[src/design/rv_pkg.sv]
package rv_pkg;

    localparam int XLEN       = 32;
    localparam int REG_ADDR_W = 5;
    localparam int ALU_OP_W   = 4;

    // ALU operation codes
    localparam logic [ALU_OP_W-1:0] ALU_ADD  = 4'd0;
    localparam logic [ALU_OP_W-1:0] ALU_SUB  = 4'd1;
    localparam logic [ALU_OP_W-1:0] ALU_SLL  = 4'd2;
    localparam logic [ALU_OP_W-1:0] ALU_SLT  = 4'd3;
    localparam logic [ALU_OP_W-1:0] ALU_SLTU = 4'd4;
    localparam logic [ALU_OP_W-1:0] ALU_XOR  = 4'd5;
    localparam logic [ALU_OP_W-1:0] ALU_SRL  = 4'd6;
    localparam logic [ALU_OP_W-1:0] ALU_SRA  = 4'd7;
    localparam logic [ALU_OP_W-1:0] ALU_OR   = 4'd8;
    localparam logic [ALU_OP_W-1:0] ALU_AND  = 4'd9;

    localparam logic [6:0] OPC_OP     = 7'b0110011;
    localparam logic [6:0] OPC_OP_IMM = 7'b0010011;

    // One instruction word, seen as R-type or as I-type
    typedef union packed {
        struct packed {
            logic [6:0]            funct7;
            logic [REG_ADDR_W-1:0] rs2;
            logic [REG_ADDR_W-1:0] rs1;
            logic [2:0]            funct3;
            logic [REG_ADDR_W-1:0] rd;
            logic [6:0]            opcode;
        } r_fmt;
        struct packed {
            logic [11:0]           imm12;
            logic [REG_ADDR_W-1:0] rs1;
            logic [2:0]            funct3;
            logic [REG_ADDR_W-1:0] rd;
            logic [6:0]            opcode;
        } i_fmt;
    } instr_u;

endpackage

[src/design/ex_req_if.sv]
interface ex_req_if;
    import rv_pkg::*;

    logic                  valid;
    logic [REG_ADDR_W-1:0] rd;
    logic [REG_ADDR_W-1:0] rs1;
    logic [REG_ADDR_W-1:0] rs2;
    logic [ALU_OP_W-1:0]   alu_op;
    // Register file values as read in decode
    logic [XLEN-1:0]       op_a;
    logic [XLEN-1:0]       op_b;
    logic                  use_imm;
    logic [XLEN-1:0]       imm;

    modport decoder (
        output valid, rd, rs1, rs2, alu_op, op_a, op_b, use_imm, imm
    );

    modport executor (
        input valid, rd, rs1, rs2, alu_op, op_a, op_b, use_imm, imm
    );

endinterface

[src/design/stage_bus_if.sv]
interface stage_bus_if;
    import rv_pkg::*;

    logic                  ex_mem_valid;
    logic [REG_ADDR_W-1:0] ex_mem_rd;
    logic [XLEN-1:0]       ex_mem_data;
    logic                  mem_wb_valid;
    logic [REG_ADDR_W-1:0] mem_wb_rd;
    logic [XLEN-1:0]       mem_wb_data;

    modport exec (
        output ex_mem_valid, ex_mem_rd, ex_mem_data,
        input  mem_wb_valid, mem_wb_rd, mem_wb_data
    );

    modport retire (
        input  ex_mem_valid, ex_mem_rd, ex_mem_data,
        output mem_wb_valid, mem_wb_rd, mem_wb_data
    );

endinterface

[src/design/alu.sv]
module alu (
    input  logic [rv_pkg::ALU_OP_W-1:0] op_i,
    input  logic [rv_pkg::XLEN-1:0]     a_i,
    input  logic [rv_pkg::XLEN-1:0]     b_i,
    output logic [rv_pkg::XLEN-1:0]     result_o
);
    import rv_pkg::*;

    logic [4:0] shamt;

    assign shamt = b_i[4:0];

    always_comb begin
        case (op_i)
            ALU_ADD:  result_o = a_i + b_i;
            ALU_SUB:  result_o = a_i - b_i;
            ALU_SLL:  result_o = a_i << shamt;
            ALU_SLT:  result_o = {{(XLEN-1){1'b0}}, $signed(a_i) < $signed(b_i)};
            ALU_SLTU: result_o = {{(XLEN-1){1'b0}}, a_i < b_i};
            ALU_XOR:  result_o = a_i ^ b_i;
            ALU_SRL:  result_o = a_i >> shamt;
            ALU_SRA:  result_o = $unsigned($signed(a_i) >>> shamt);
            ALU_OR:   result_o = a_i | b_i;
            ALU_AND:  result_o = a_i & b_i;
            default:  result_o = '0;
        endcase
    end

endmodule

[src/design/decode_stage.sv]
module decode_stage (
    input  logic                          clk,
    input  logic                          arst_n_i,
    input  logic                          instr_valid_i,
    input  rv_pkg::instr_u                instr_i,
    output logic [rv_pkg::REG_ADDR_W-1:0] rs1_addr_o,
    output logic [rv_pkg::REG_ADDR_W-1:0] rs2_addr_o,
    input  logic [rv_pkg::XLEN-1:0]       rs1_data_i,
    input  logic [rv_pkg::XLEN-1:0]       rs2_data_i,
    ex_req_if.decoder                     req
);
    import rv_pkg::*;

    logic                if_id_valid;
    instr_u              if_id_instr;
    logic                is_op;
    logic                is_op_imm;
    logic                legal;
    logic                dec_valid;
    logic [ALU_OP_W-1:0] dec_alu_op;
    logic [XLEN-1:0]     dec_imm;

    // IF/ID
    always_ff @(posedge clk or negedge arst_n_i) begin
        if (!arst_n_i) begin
            if_id_valid <= 1'b0;
        end else begin
            if_id_valid <= instr_valid_i;
        end
    end

    always_ff @(posedge clk) begin
        if_id_instr <= instr_i;
    end

    assign is_op     = if_id_instr.r_fmt.opcode == OPC_OP;
    assign is_op_imm = if_id_instr.i_fmt.opcode == OPC_OP_IMM;

    // funct7 must be zero except for SUB, SRA and SRAI
    always_comb begin
        legal = 1'b0;
        if (is_op) begin
            legal = (if_id_instr.r_fmt.funct7 == 7'b0000000) ||
                    (if_id_instr.r_fmt.funct7 == 7'b0100000 &&
                     (if_id_instr.r_fmt.funct3 == 3'd0 || if_id_instr.r_fmt.funct3 == 3'd5));
        end else if (is_op_imm) begin
            case (if_id_instr.i_fmt.funct3)
                3'd1:    legal = if_id_instr.i_fmt.imm12[11:5] == 7'b0000000;
                3'd5:    legal = if_id_instr.i_fmt.imm12[11:5] == 7'b0000000 ||
                                 if_id_instr.i_fmt.imm12[11:5] == 7'b0100000;
                default: legal = 1'b1;
            endcase
        end
    end

    assign dec_valid = if_id_valid && legal && (if_id_instr.r_fmt.rd != '0);

    // Bit 30 picks SUB for R-type only, SRA for both formats
    always_comb begin
        case (if_id_instr.r_fmt.funct3)
            3'd0:    dec_alu_op = (is_op && if_id_instr.r_fmt.funct7[5]) ? ALU_SUB : ALU_ADD;
            3'd1:    dec_alu_op = ALU_SLL;
            3'd2:    dec_alu_op = ALU_SLT;
            3'd3:    dec_alu_op = ALU_SLTU;
            3'd4:    dec_alu_op = ALU_XOR;
            3'd5:    dec_alu_op = if_id_instr.r_fmt.funct7[5] ? ALU_SRA : ALU_SRL;
            3'd6:    dec_alu_op = ALU_OR;
            default: dec_alu_op = ALU_AND;
        endcase
    end

    assign dec_imm    = {{(XLEN-12){if_id_instr.i_fmt.imm12[11]}}, if_id_instr.i_fmt.imm12};
    assign rs1_addr_o = if_id_instr.r_fmt.rs1;
    assign rs2_addr_o = if_id_instr.r_fmt.rs2;

    // ID/EX
    always_ff @(posedge clk or negedge arst_n_i) begin
        if (!arst_n_i) begin
            req.valid <= 1'b0;
        end else begin
            req.valid <= dec_valid;
        end
    end

    always_ff @(posedge clk) begin
        req.rd      <= if_id_instr.r_fmt.rd;
        req.rs1     <= if_id_instr.r_fmt.rs1;
        req.rs2     <= if_id_instr.r_fmt.rs2;
        req.alu_op  <= dec_alu_op;
        req.op_a    <= rs1_data_i;
        req.op_b    <= rs2_data_i;
        req.use_imm <= is_op_imm;
        req.imm     <= dec_imm;
    end

    a_valid_rd_nonzero: assert property (
        @(posedge clk) disable iff (!arst_n_i) req.valid |-> req.rd != '0
    );

endmodule

[src/design/execute_stage.sv]
module execute_stage (
    input  logic       clk,
    input  logic       arst_n_i,
    ex_req_if.executor req,
    stage_bus_if.exec  bus
);
    import rv_pkg::*;

    logic [XLEN-1:0] fwd_a;
    logic [XLEN-1:0] fwd_b;
    logic [XLEN-1:0] alu_b;
    logic [XLEN-1:0] alu_result;

    // EX/MEM wins over MEM/WB when both hold the register
    always_comb begin
        if (bus.ex_mem_valid && bus.ex_mem_rd == req.rs1) begin
            fwd_a = bus.ex_mem_data;
        end else if (bus.mem_wb_valid && bus.mem_wb_rd == req.rs1) begin
            fwd_a = bus.mem_wb_data;
        end else begin
            fwd_a = req.op_a;
        end
    end

    always_comb begin
        if (bus.ex_mem_valid && bus.ex_mem_rd == req.rs2) begin
            fwd_b = bus.ex_mem_data;
        end else if (bus.mem_wb_valid && bus.mem_wb_rd == req.rs2) begin
            fwd_b = bus.mem_wb_data;
        end else begin
            fwd_b = req.op_b;
        end
    end

    assign alu_b = req.use_imm ? req.imm : fwd_b;

    alu u_alu (
        .op_i     (req.alu_op),
        .a_i      (fwd_a),
        .b_i      (alu_b),
        .result_o (alu_result)
    );

    // EX/MEM
    always_ff @(posedge clk or negedge arst_n_i) begin
        if (!arst_n_i) begin
            bus.ex_mem_valid <= 1'b0;
        end else begin
            bus.ex_mem_valid <= req.valid;
        end
    end

    always_ff @(posedge clk) begin
        bus.ex_mem_rd   <= req.rd;
        bus.ex_mem_data <= alu_result;
    end

    a_ex_mem_data_known: assert property (
        @(posedge clk) disable iff (!arst_n_i) bus.ex_mem_valid |-> !$isunknown(bus.ex_mem_data)
    );

endmodule

[src/design/register_file.sv]
module register_file (
    input  logic                          clk,
    input  logic                          arst_n_i,
    input  logic [rv_pkg::REG_ADDR_W-1:0] rs1_addr_i,
    input  logic [rv_pkg::REG_ADDR_W-1:0] rs2_addr_i,
    output logic [rv_pkg::XLEN-1:0]       rs1_data_o,
    output logic [rv_pkg::XLEN-1:0]       rs2_data_o,
    input  logic                          we_i,
    input  logic [rv_pkg::REG_ADDR_W-1:0] waddr_i,
    input  logic [rv_pkg::XLEN-1:0]       wdata_i
);
    import rv_pkg::*;

    logic [XLEN-1:0] regs [32];

    // Write-first read port, x0 hardwired to zero
    function automatic logic [XLEN-1:0] read_port(input logic [REG_ADDR_W-1:0] addr);
        if (addr == '0) begin
            return '0;
        end else if (we_i && waddr_i == addr) begin
            return wdata_i;
        end
        return regs[addr];
    endfunction

    always_ff @(posedge clk or negedge arst_n_i) begin
        if (!arst_n_i) begin
            for (int i = 0; i < 32; i++) begin
                regs[i] <= '0;
            end
        end else if (we_i && waddr_i != '0) begin
            regs[waddr_i] <= wdata_i;
        end
    end

    // Reads follow the array and the write port as well as the address
    always_comb begin
        rs1_data_o = read_port(rs1_addr_i);
        rs2_data_o = read_port(rs2_addr_i);
    end

endmodule

[src/design/rv_core_top.sv]
module rv_core_top (
    input  logic                          clk,
    input  logic                          arst_n_i,
    input  logic                          instr_valid_i,
    input  logic [rv_pkg::XLEN-1:0]       instr_i,
    output logic                          wb_valid_o,
    output logic [rv_pkg::REG_ADDR_W-1:0] wb_rd_o,
    output logic [rv_pkg::XLEN-1:0]       wb_data_o
);
    import rv_pkg::*;

    logic [REG_ADDR_W-1:0] rs1_addr;
    logic [REG_ADDR_W-1:0] rs2_addr;
    logic [XLEN-1:0]       rs1_data;
    logic [XLEN-1:0]       rs2_data;

    ex_req_if    req_if ();
    stage_bus_if bus_if ();

    decode_stage u_decode (
        .clk           (clk),
        .arst_n_i      (arst_n_i),
        .instr_valid_i (instr_valid_i),
        .instr_i       (instr_i),
        .rs1_addr_o    (rs1_addr),
        .rs2_addr_o    (rs2_addr),
        .rs1_data_i    (rs1_data),
        .rs2_data_i    (rs2_data),
        .req           (req_if.decoder)
    );

    // Written from MEM/WB one edge after retirement
    register_file u_regfile (
        .clk        (clk),
        .arst_n_i   (arst_n_i),
        .rs1_addr_i (rs1_addr),
        .rs2_addr_i (rs2_addr),
        .rs1_data_o (rs1_data),
        .rs2_data_o (rs2_data),
        .we_i       (bus_if.mem_wb_valid),
        .waddr_i    (bus_if.mem_wb_rd),
        .wdata_i    (bus_if.mem_wb_data)
    );

    execute_stage u_execute (
        .clk      (clk),
        .arst_n_i (arst_n_i),
        .req      (req_if.executor),
        .bus      (bus_if.exec)
    );

    writeback_stage u_writeback (
        .clk      (clk),
        .arst_n_i (arst_n_i),
        .bus      (bus_if.retire)
    );

    assign wb_valid_o = bus_if.mem_wb_valid;
    assign wb_rd_o    = bus_if.mem_wb_rd;
    assign wb_data_o  = bus_if.mem_wb_data;

endmodule

[src/design/writeback_stage.sv]
module writeback_stage (
    input  logic        clk,
    input  logic        arst_n_i,
    stage_bus_if.retire bus
);

    // MEM/WB, no memory access in this core
    always_ff @(posedge clk or negedge arst_n_i) begin
        if (!arst_n_i) begin
            bus.mem_wb_valid <= 1'b0;
        end else begin
            bus.mem_wb_valid <= bus.ex_mem_valid;
        end
    end

    always_ff @(posedge clk) begin
        bus.mem_wb_rd   <= bus.ex_mem_rd;
        bus.mem_wb_data <= bus.ex_mem_data;
    end

    // A retirement must come from an EX/MEM entry of the previous cycle
    a_retire_has_source: assert property (
        @(posedge clk) disable iff (!arst_n_i) bus.mem_wb_valid |-> $past(bus.ex_mem_valid)
    );

endmodule

[config.mk]
export PLATFORM = sky130hd
export DESIGN_NAME = rv_core_top
export DESIGN_NICKNAME = d
export VERILOG_FILES = /design/src/design/rv_pkg.sv /design/src/design/ex_req_if.sv /design/src/design/stage_bus_if.sv /design/src/design/alu.sv /design/src/design/decode_stage.sv /design/src/design/execute_stage.sv /design/src/design/register_file.sv /design/src/design/rv_core_top.sv /design/src/design/writeback_stage.sv
export SDC_FILE = /design/constraint.sdc
export NUM_CORES = 2
export LEC_CHECK = 0
export BUFFER_PORTS_ARGS = -buffer_cell sky130_fd_sc_hd__buf_4
export CORE_ASPECT_RATIO = 0.8
export CORE_UTILIZATION = 38
export CTS_BUF_LIST = sky130_fd_sc_hd__clkbuf_4 sky130_fd_sc_hd__clkbuf_8 sky130_fd_sc_hd__clkbuf_16
export CTS_CLUSTER_SIZE = 10
export DETAILED_ROUTE_END_ITERATION = 10
export PLACE_DENSITY = 0.51
export SLEW_MARGIN = 30
export SYNTH_ARGS = -nofsm -noshare
export SYNTH_HDL_FRONTEND = slang
export SYNTH_SLANG_ARGS = --single-unit
[constraint.sdc]
create_clock -name clk -period 12.95 [get_ports clk]
set_input_delay 1.9425 -clock clk [delete_from_list [all_inputs] [get_ports clk]]
set_output_delay 1.9425 -clock clk [all_outputs]
set_load 0.02 [all_outputs]
== Word level (Yosys, flattened, before mapping) ==
Index checks and enable logic that the tools add are counted.
Widths: inputs -> output; s select.

* Register bits after elaboration: 1230
* Bits in latches: 0
* Memory bits (writable): 0
* ROM bits: 0
* Input bits: 35
* Output and inout bits: 38
* Logic and storage cells: 143
* Memories: 0

* $add $sub $neg: 2
* Multiply operators: 0
* Divide/modulo/power cells: 0
* Order comparisons: 6
* Equal/unequal tests: 24
* Shifts and indexed selects: 3
* Muxes and demuxes: 31
* Bitwise operators: 6
* Reductions and logical operators: 22

{| class="wikitable"
|+ Operators by type and width
! cell !! count
|-
| $bwmux 1024 || 1
|-
| $mux 32 || 16
|-
| $bmux 32 s5 || 2
|-
| $pmux 32 s10 || 1
|-
| $demux 32 s5 || 1
|-
| $lt 32x32->1 || 2
|-
| $add 32x32->32 || 1
|-
| $and 32x32->32 || 1
|-
| $or 32x32->32 || 1
|-
| $shl 32x5->32 || 1
|-
| $shr 32x5->32 || 1
|-
| $sshr 32x5->32 || 1
|-
| $sub 32x32->32 || 1
|-
| $xor 32x32->32 || 1
|-
| $eq 5x5->1 || 6
|-
| $pmux 4 s7 || 1
|-
| $ge 6x6->1 const B || 3
|-
| $not 5->6 || 3
|-
| $eq 4x3->1 const B || 4
|-
| $eq 7x6->1 const B || 2
|-
| $logic_and 1x1->1 || 12
|-
| $logic_not 5->1 || 2
|-
| $reduce_bool 5->1 || 2
|-
| $eq 3x3->1 const B || 3
|-
| 13 further kinds || 25
|}

== Logic depth before layout (Yosys ltp) ==
* Depth in word-level cells: 7
* Depth in mapped cells: 23
* Gate-level depth less buffers: 20

== Hierarchy ==
Synthesis repeated with hierarchy kept, for this count alone.

* Cells, all modules: 5563
* Area, all modules: 70076.0 sq um

{| class="wikitable"
|+ Modules (own cells, without submodules)
! module !! times used !! cells each !! area an instance (sq um) !! sequential area each (sq um)
|-
| register_file || 1 || 3789 || 55421.9 || 25624.6
|-
| alu || 1 || 1231 || 8196.6 || 0.0
|-
| decode_stage || 1 || 186 || 2952.8 || 2512.4
|-
| execute_stage || 1 || 319 || 2738.9 || 765.7
|-
| writeback_stage || 1 || 38 || 765.7 || 765.7
|}

== Least setup slack after synthesis ==
No wires, ideal clock.

* Path type: register -> register
* Start point: reg u_writeback.bus.mem_wb_rd[1]
* End point: reg u_execute.bus.ex_mem_data[23]
* Library setup time: 0.136 ns
* Arrival time: 4.917 ns
* Data required time: 12.814 ns
* Setup slack: 7.898 ns
* Cell stages (with the launch flop): 20
* Buffers on the path: 3
* Clock period less this slack: 5.052 ns
* Path through: dfxtp_1 > buf_2 > xnor2_2 > nand4_4 > nor2_8 > buf_1 > mux2i_1 > a211oi_1 > a21o_1 > ha_1 > clkbuf_1 > nor4_1 > o2111ai_1 > or2_2 > a21oi_1 > o31ai_1 > a2111oi_0 > nor3_1 > o31ai_1 > o2111ai_1

* Longest elaborated chain between the ends: 7
* Elaborated cells on any way between the ends: 18
* Classes of those cells: add/sub: 2; eq/ne: 2; shift: 3; mux: 6; bitwise: 3; reduce/logical: 2

{| class="wikitable"
|+ Ends and longest elaborated chain
! item !! line !! RTL
|-
| from (decl) || stage_bus_if.sv:18 || <nowiki>output mem_wb_valid, mem_wb_rd, mem_wb_data</nowiki>
|-
| from (signal assigned) || writeback_stage.sv:17 || <nowiki>bus.mem_wb_rd <= bus.ex_mem_rd;</nowiki>
|-
| $eq 5x5->1 || execute_stage.sv:28 || <nowiki>end else if (bus.mem_wb_valid && bus.mem_wb_rd == req.rs2) begin</nowiki>
|-
| $logic_and 1x1->1 || execute_stage.sv:28 ||
|-
| $mux 32 || execute_stage.sv:28 ||
|-
| $mux 32 || execute_stage.sv:26 || <nowiki>if (bus.ex_mem_valid && bus.ex_mem_rd == req.rs2) begin</nowiki>
|-
| $mux 32 || execute_stage.sv:35 || <nowiki>assign alu_b = req.use_imm ? req.imm : fwd_b;</nowiki>
|-
| $sub 32x32->32 (tied with other cells) || alu.sv:16 || <nowiki>ALU_SUB: result_o = a_i - b_i;</nowiki>
|-
| $pmux 32 s10 (*) || alu.sv:14 || <nowiki>case (op_i)</nowiki>
|-
| to (signal assigned) || execute_stage.sv:55 || <nowiki>bus.ex_mem_data <= alu_result;</nowiki>
|-
| to (decl) || stage_bus_if.sv:12 || <nowiki>output ex_mem_valid, ex_mem_rd, ex_mem_data,</nowiki>
|}

Every way passes the cells marked *; elsewhere a longest branch is shown, timed or not.
A chain may end at the register's enable or synchronous reset.

== Worst setup path in the final report ==
* Start point: reg u_writeback.bus.mem_wb_rd[3]
* End point: reg u_execute.bus.ex_mem_data[30]

Same word-level chain as after synthesis.

==> qor.csv <==
metric;value;unit
first-pass GRT wire length;361000;um
synthesized cell area;69100;um^2
Post-CTS Hold Buffers;0;
Slew Limit Fails;0;
Skew-Pair Late Insertion Delay;0.81;ns
leading post-synthesis cells by cell area;dfrtp_1, mux4_2, mux2_2;
root buf cell;clkbuf_16;
io pins;73;
non-filler cells, final;7524;
TritonCTS clock tree;done;
Vias;47900;
Power Total;8.13;mW
critical path class;reg2reg;
switching share of total power;24.8;%
GRT Overall Usage;27.3;%
DRC violations left;0;
busiest layer in global routing;met1;
CTS Buf Count;143;
Post-CTS Setup Bufs;0;
Ys Warns;0;
DP HPWL;155000;um
Placeable Area;180000;um^2
Multi-input gate area;37300;um^2
vias in the first global route;47300;
syn nets;5411;
WL/cell;33.3;um
filler cell count;16500;
Die Width;479;um
Clk pin slew, worst setup/hold paths;0.06;ns
initial antenna violation count;4;
PD cells;106;nW/um^2
Worst IR Drop VDD;0.113;mV
share of cells above drive strength 1;42.2;%
Slew HR;28.6;%
H-tree depth;4;
crit end category;register;
P&R area growth vs syn;10.6;%
DP Cell Count;7313;
critical path launch point type;register;
Synth Area per Inst;13.1;um^2
I/O Buffers;72;
final instance area;76400;um^2
M2 GR Usage;39.5;%
share of the yosys chip area belonging to registers;42.9;%
worst endpoint required time;13.67;ns
Final Skew;0.0360;ns
Net Sw Power;2.01;mW
critical path data arrival time;7.65;ns
biggest area consumer among synthesized cells;dfrtp_1;
fmax;0.144;GHz
sequential cell area;29700;um^2
status;completed;
RSZ-0062 raised after global routing;no;
clock share of power;46.8;%
fin util;42.5;%
Die H;383;um
GR Layer Usage met1;41.1;%
top cell type's share of synthesized area;37.2;%
dpl ws;6.31;ns
Max clock buf depth;3;
Final WS setup;6.02;ns
Post-CTS Resized;0;
Via density;6.36;
Setup Total Neg Slack;0;ns
met3 Use GR;5.04;%
ys flop type;dfrtp_1;
Hold Crit Class;reg2reg;
post-synthesis async set-or-reset flop share;83.9;%
First-pass DRT Iterations;6;
Logic pwr share;5.4;%
final hold slack;0.356;ns
total wire length;250000;um
initial core utilization;38.4;%
die area;184000;um^2
largest net degree at the start of global routing;160;
gpl congestion;0.997;
post-route ant nets;0;
DR iter-0 viols;5388;
#FFs+latches synth;1225;
Cell variety after synth;83;
Layout Nets;5199;
Post-synth EDFFs;0;
final period demand of the worst path;6.93;ns
post-synthesis cell count;5277;
count of final setup violators;0;
final global-route overflow total;0;
Seq pwr share;47.8;%
Rows;139;
Max Cap Viol;0;
top post-synthesis cells by count;dfrtp_1, mux2_2, mux4_2, clkbuf_1, nor2_1;
Tcrit/Tclk final;53.5;%
static leakage;33.6;nW
Placement Cell Area;72100;um^2
Pint;6.12;mW
worst-path maximum fanout;39;
count leader, synth;dfrtp_1;
Worst-Margin Slew;1.07;ns
CTS sink cnt;1225;
Hold Violations, Final;0;
[final cells by class]
class                      instances  share of cell area, %
clock buffer                     189                   5.21
timing repair buffer             210                   2.42
multi-input combinational       3386                   48.8
tap                             2397                   3.92
sequential                      1225                   38.9
inverter                          99                  0.486
antenna                            2                0.00655
clock inverter                    16                  0.242
[metal layers]
metal	part of all wire (%)	up-vias
met1	46	25700
met4	3.5	0
met3	7.5	402
met5	0	-
met2	43	2038
li1	-	19700
[final timing paths]
| path | start | end | slack [ns] | cells after the start |
|---|---|---|---|---|
| worst max register to register | u_writeback.bus.mem_wb_rd[3] | u_execute.bus.ex_mem_data[30] | 6.02 | 22 |
| worst min-delay path | u_decode.if_id_instr[26] | u_decode.req.imm[6] | 0.36 | 0 |
| max in group asynchronous | arst_n_i | u_regfile.regs[553] | 9.10 | 4 |
| worst max-delay path | u_writeback.bus.mem_wb_rd[3] | u_execute.bus.ex_mem_data[30] | 6.02 | 22 |
| worst min register to register | u_decode.if_id_instr[26] | u_decode.req.imm[6] | 0.36 | 0 |
| min in group asynchronous | arst_n_i | u_regfile.regs[507] | 1.19 | 1 |
[layout by cell type, fill, tap and decap left out, types with 14 or more instances in the layout]
master     netlist  routed
nor2_4           1      15
a21oi_1        135     133
inv_1           95      95
nand2_1        163     152
o21bai_1        15      15
clkbuf_4         0      40
nor3_1          68      65
a31oi_1         51      49
o211ai_1        26      26
a21o_1          17      17
nand2b_1        17      17
ha_1            97      97
or2_2           23      24
mux2_2        1004    1004
mux2i_1        137     137
nor2_1         246     232
or3_1           17      14
buf_4            5     186
nor4_1          19      17
o31ai_1         19      19
dfxtp_1        197     179
xnor2_1         30      30
o221ai_1        21      21
dfrtp_1       1028    1028
a211oi_1       113     112
mux4_2         638     638
clkbuf_16        0     145
o21ai_0        155     155
buf_12           0      14
nand3_1        145     139
[power by group through the flow]
stage                     Combinational [mW]  Clock, mW  Sequential, mW
after global routing                   0.469       4.04            3.89
final                                  0.439       3.80            3.89
after detailed placement               0.440          0            3.96
after global placement                 0.436          0            3.96
after CTS                              0.441       3.89            3.89
after floorplan                        0.252          0            3.92
[flip-flops by register name, indices dropped and copies added, names as in the netlist, 5 cells and up]
signal	flops
u_writeback.bus.mem_wb_data	32
u_decode.req.op_a	32
u_decode.req.imm	8
u_regfile.regs	1024
u_decode.req.rs1	5
u_writeback.bus.mem_wb_rd	5
u_decode.req.op_b	32
u_decode.if_id_instr	32
u_execute.bus.ex_mem_rd	5
u_execute.bus.ex_mem_data	32
u_decode.req.rd	5
[critical path, stage by stage (launching register included)]
cell	delay, ns
dfxtp_1	0.63
xnor2_1	0.24
nand4_4	0.21
o21ai_0	0.22
a31oi_1	0.16
a21oi_4	0.13
buf_4	0.41
buf_4	0.52
clkinv_1	0.12
buf_4	0.22
ha_1	0.29
nor2_1	0.13
a2bb2oi_1	0.11
a221oi_1	0.76
o31ai_1	0.19
buf_4	0.20
a211oi_1	0.69
o31ai_1	0.21
a311oi_1	0.68
o21bai_1	0.12
a211oi_1	0.27
nor3_1	0.09
o211ai_1	0.18
[cells by family (layout without fill, tap and decap cells)]
family,count (synthesis),count (layout),synth area share [%]
AO/OA/AOI/OAI,694,694,6.59
other,0,2,0
adder cells (fa/ha/maj),99,99,1.81
buffers and inverters,666,514,3.70
flip-flops,1225,1225,42.9
XOR/XNOR,44,44,0.590
multiplexers,1780,1780,39.2
AND/OR/NAND/NOR,769,769,5.21
Power figures use the tool's default switching activity.
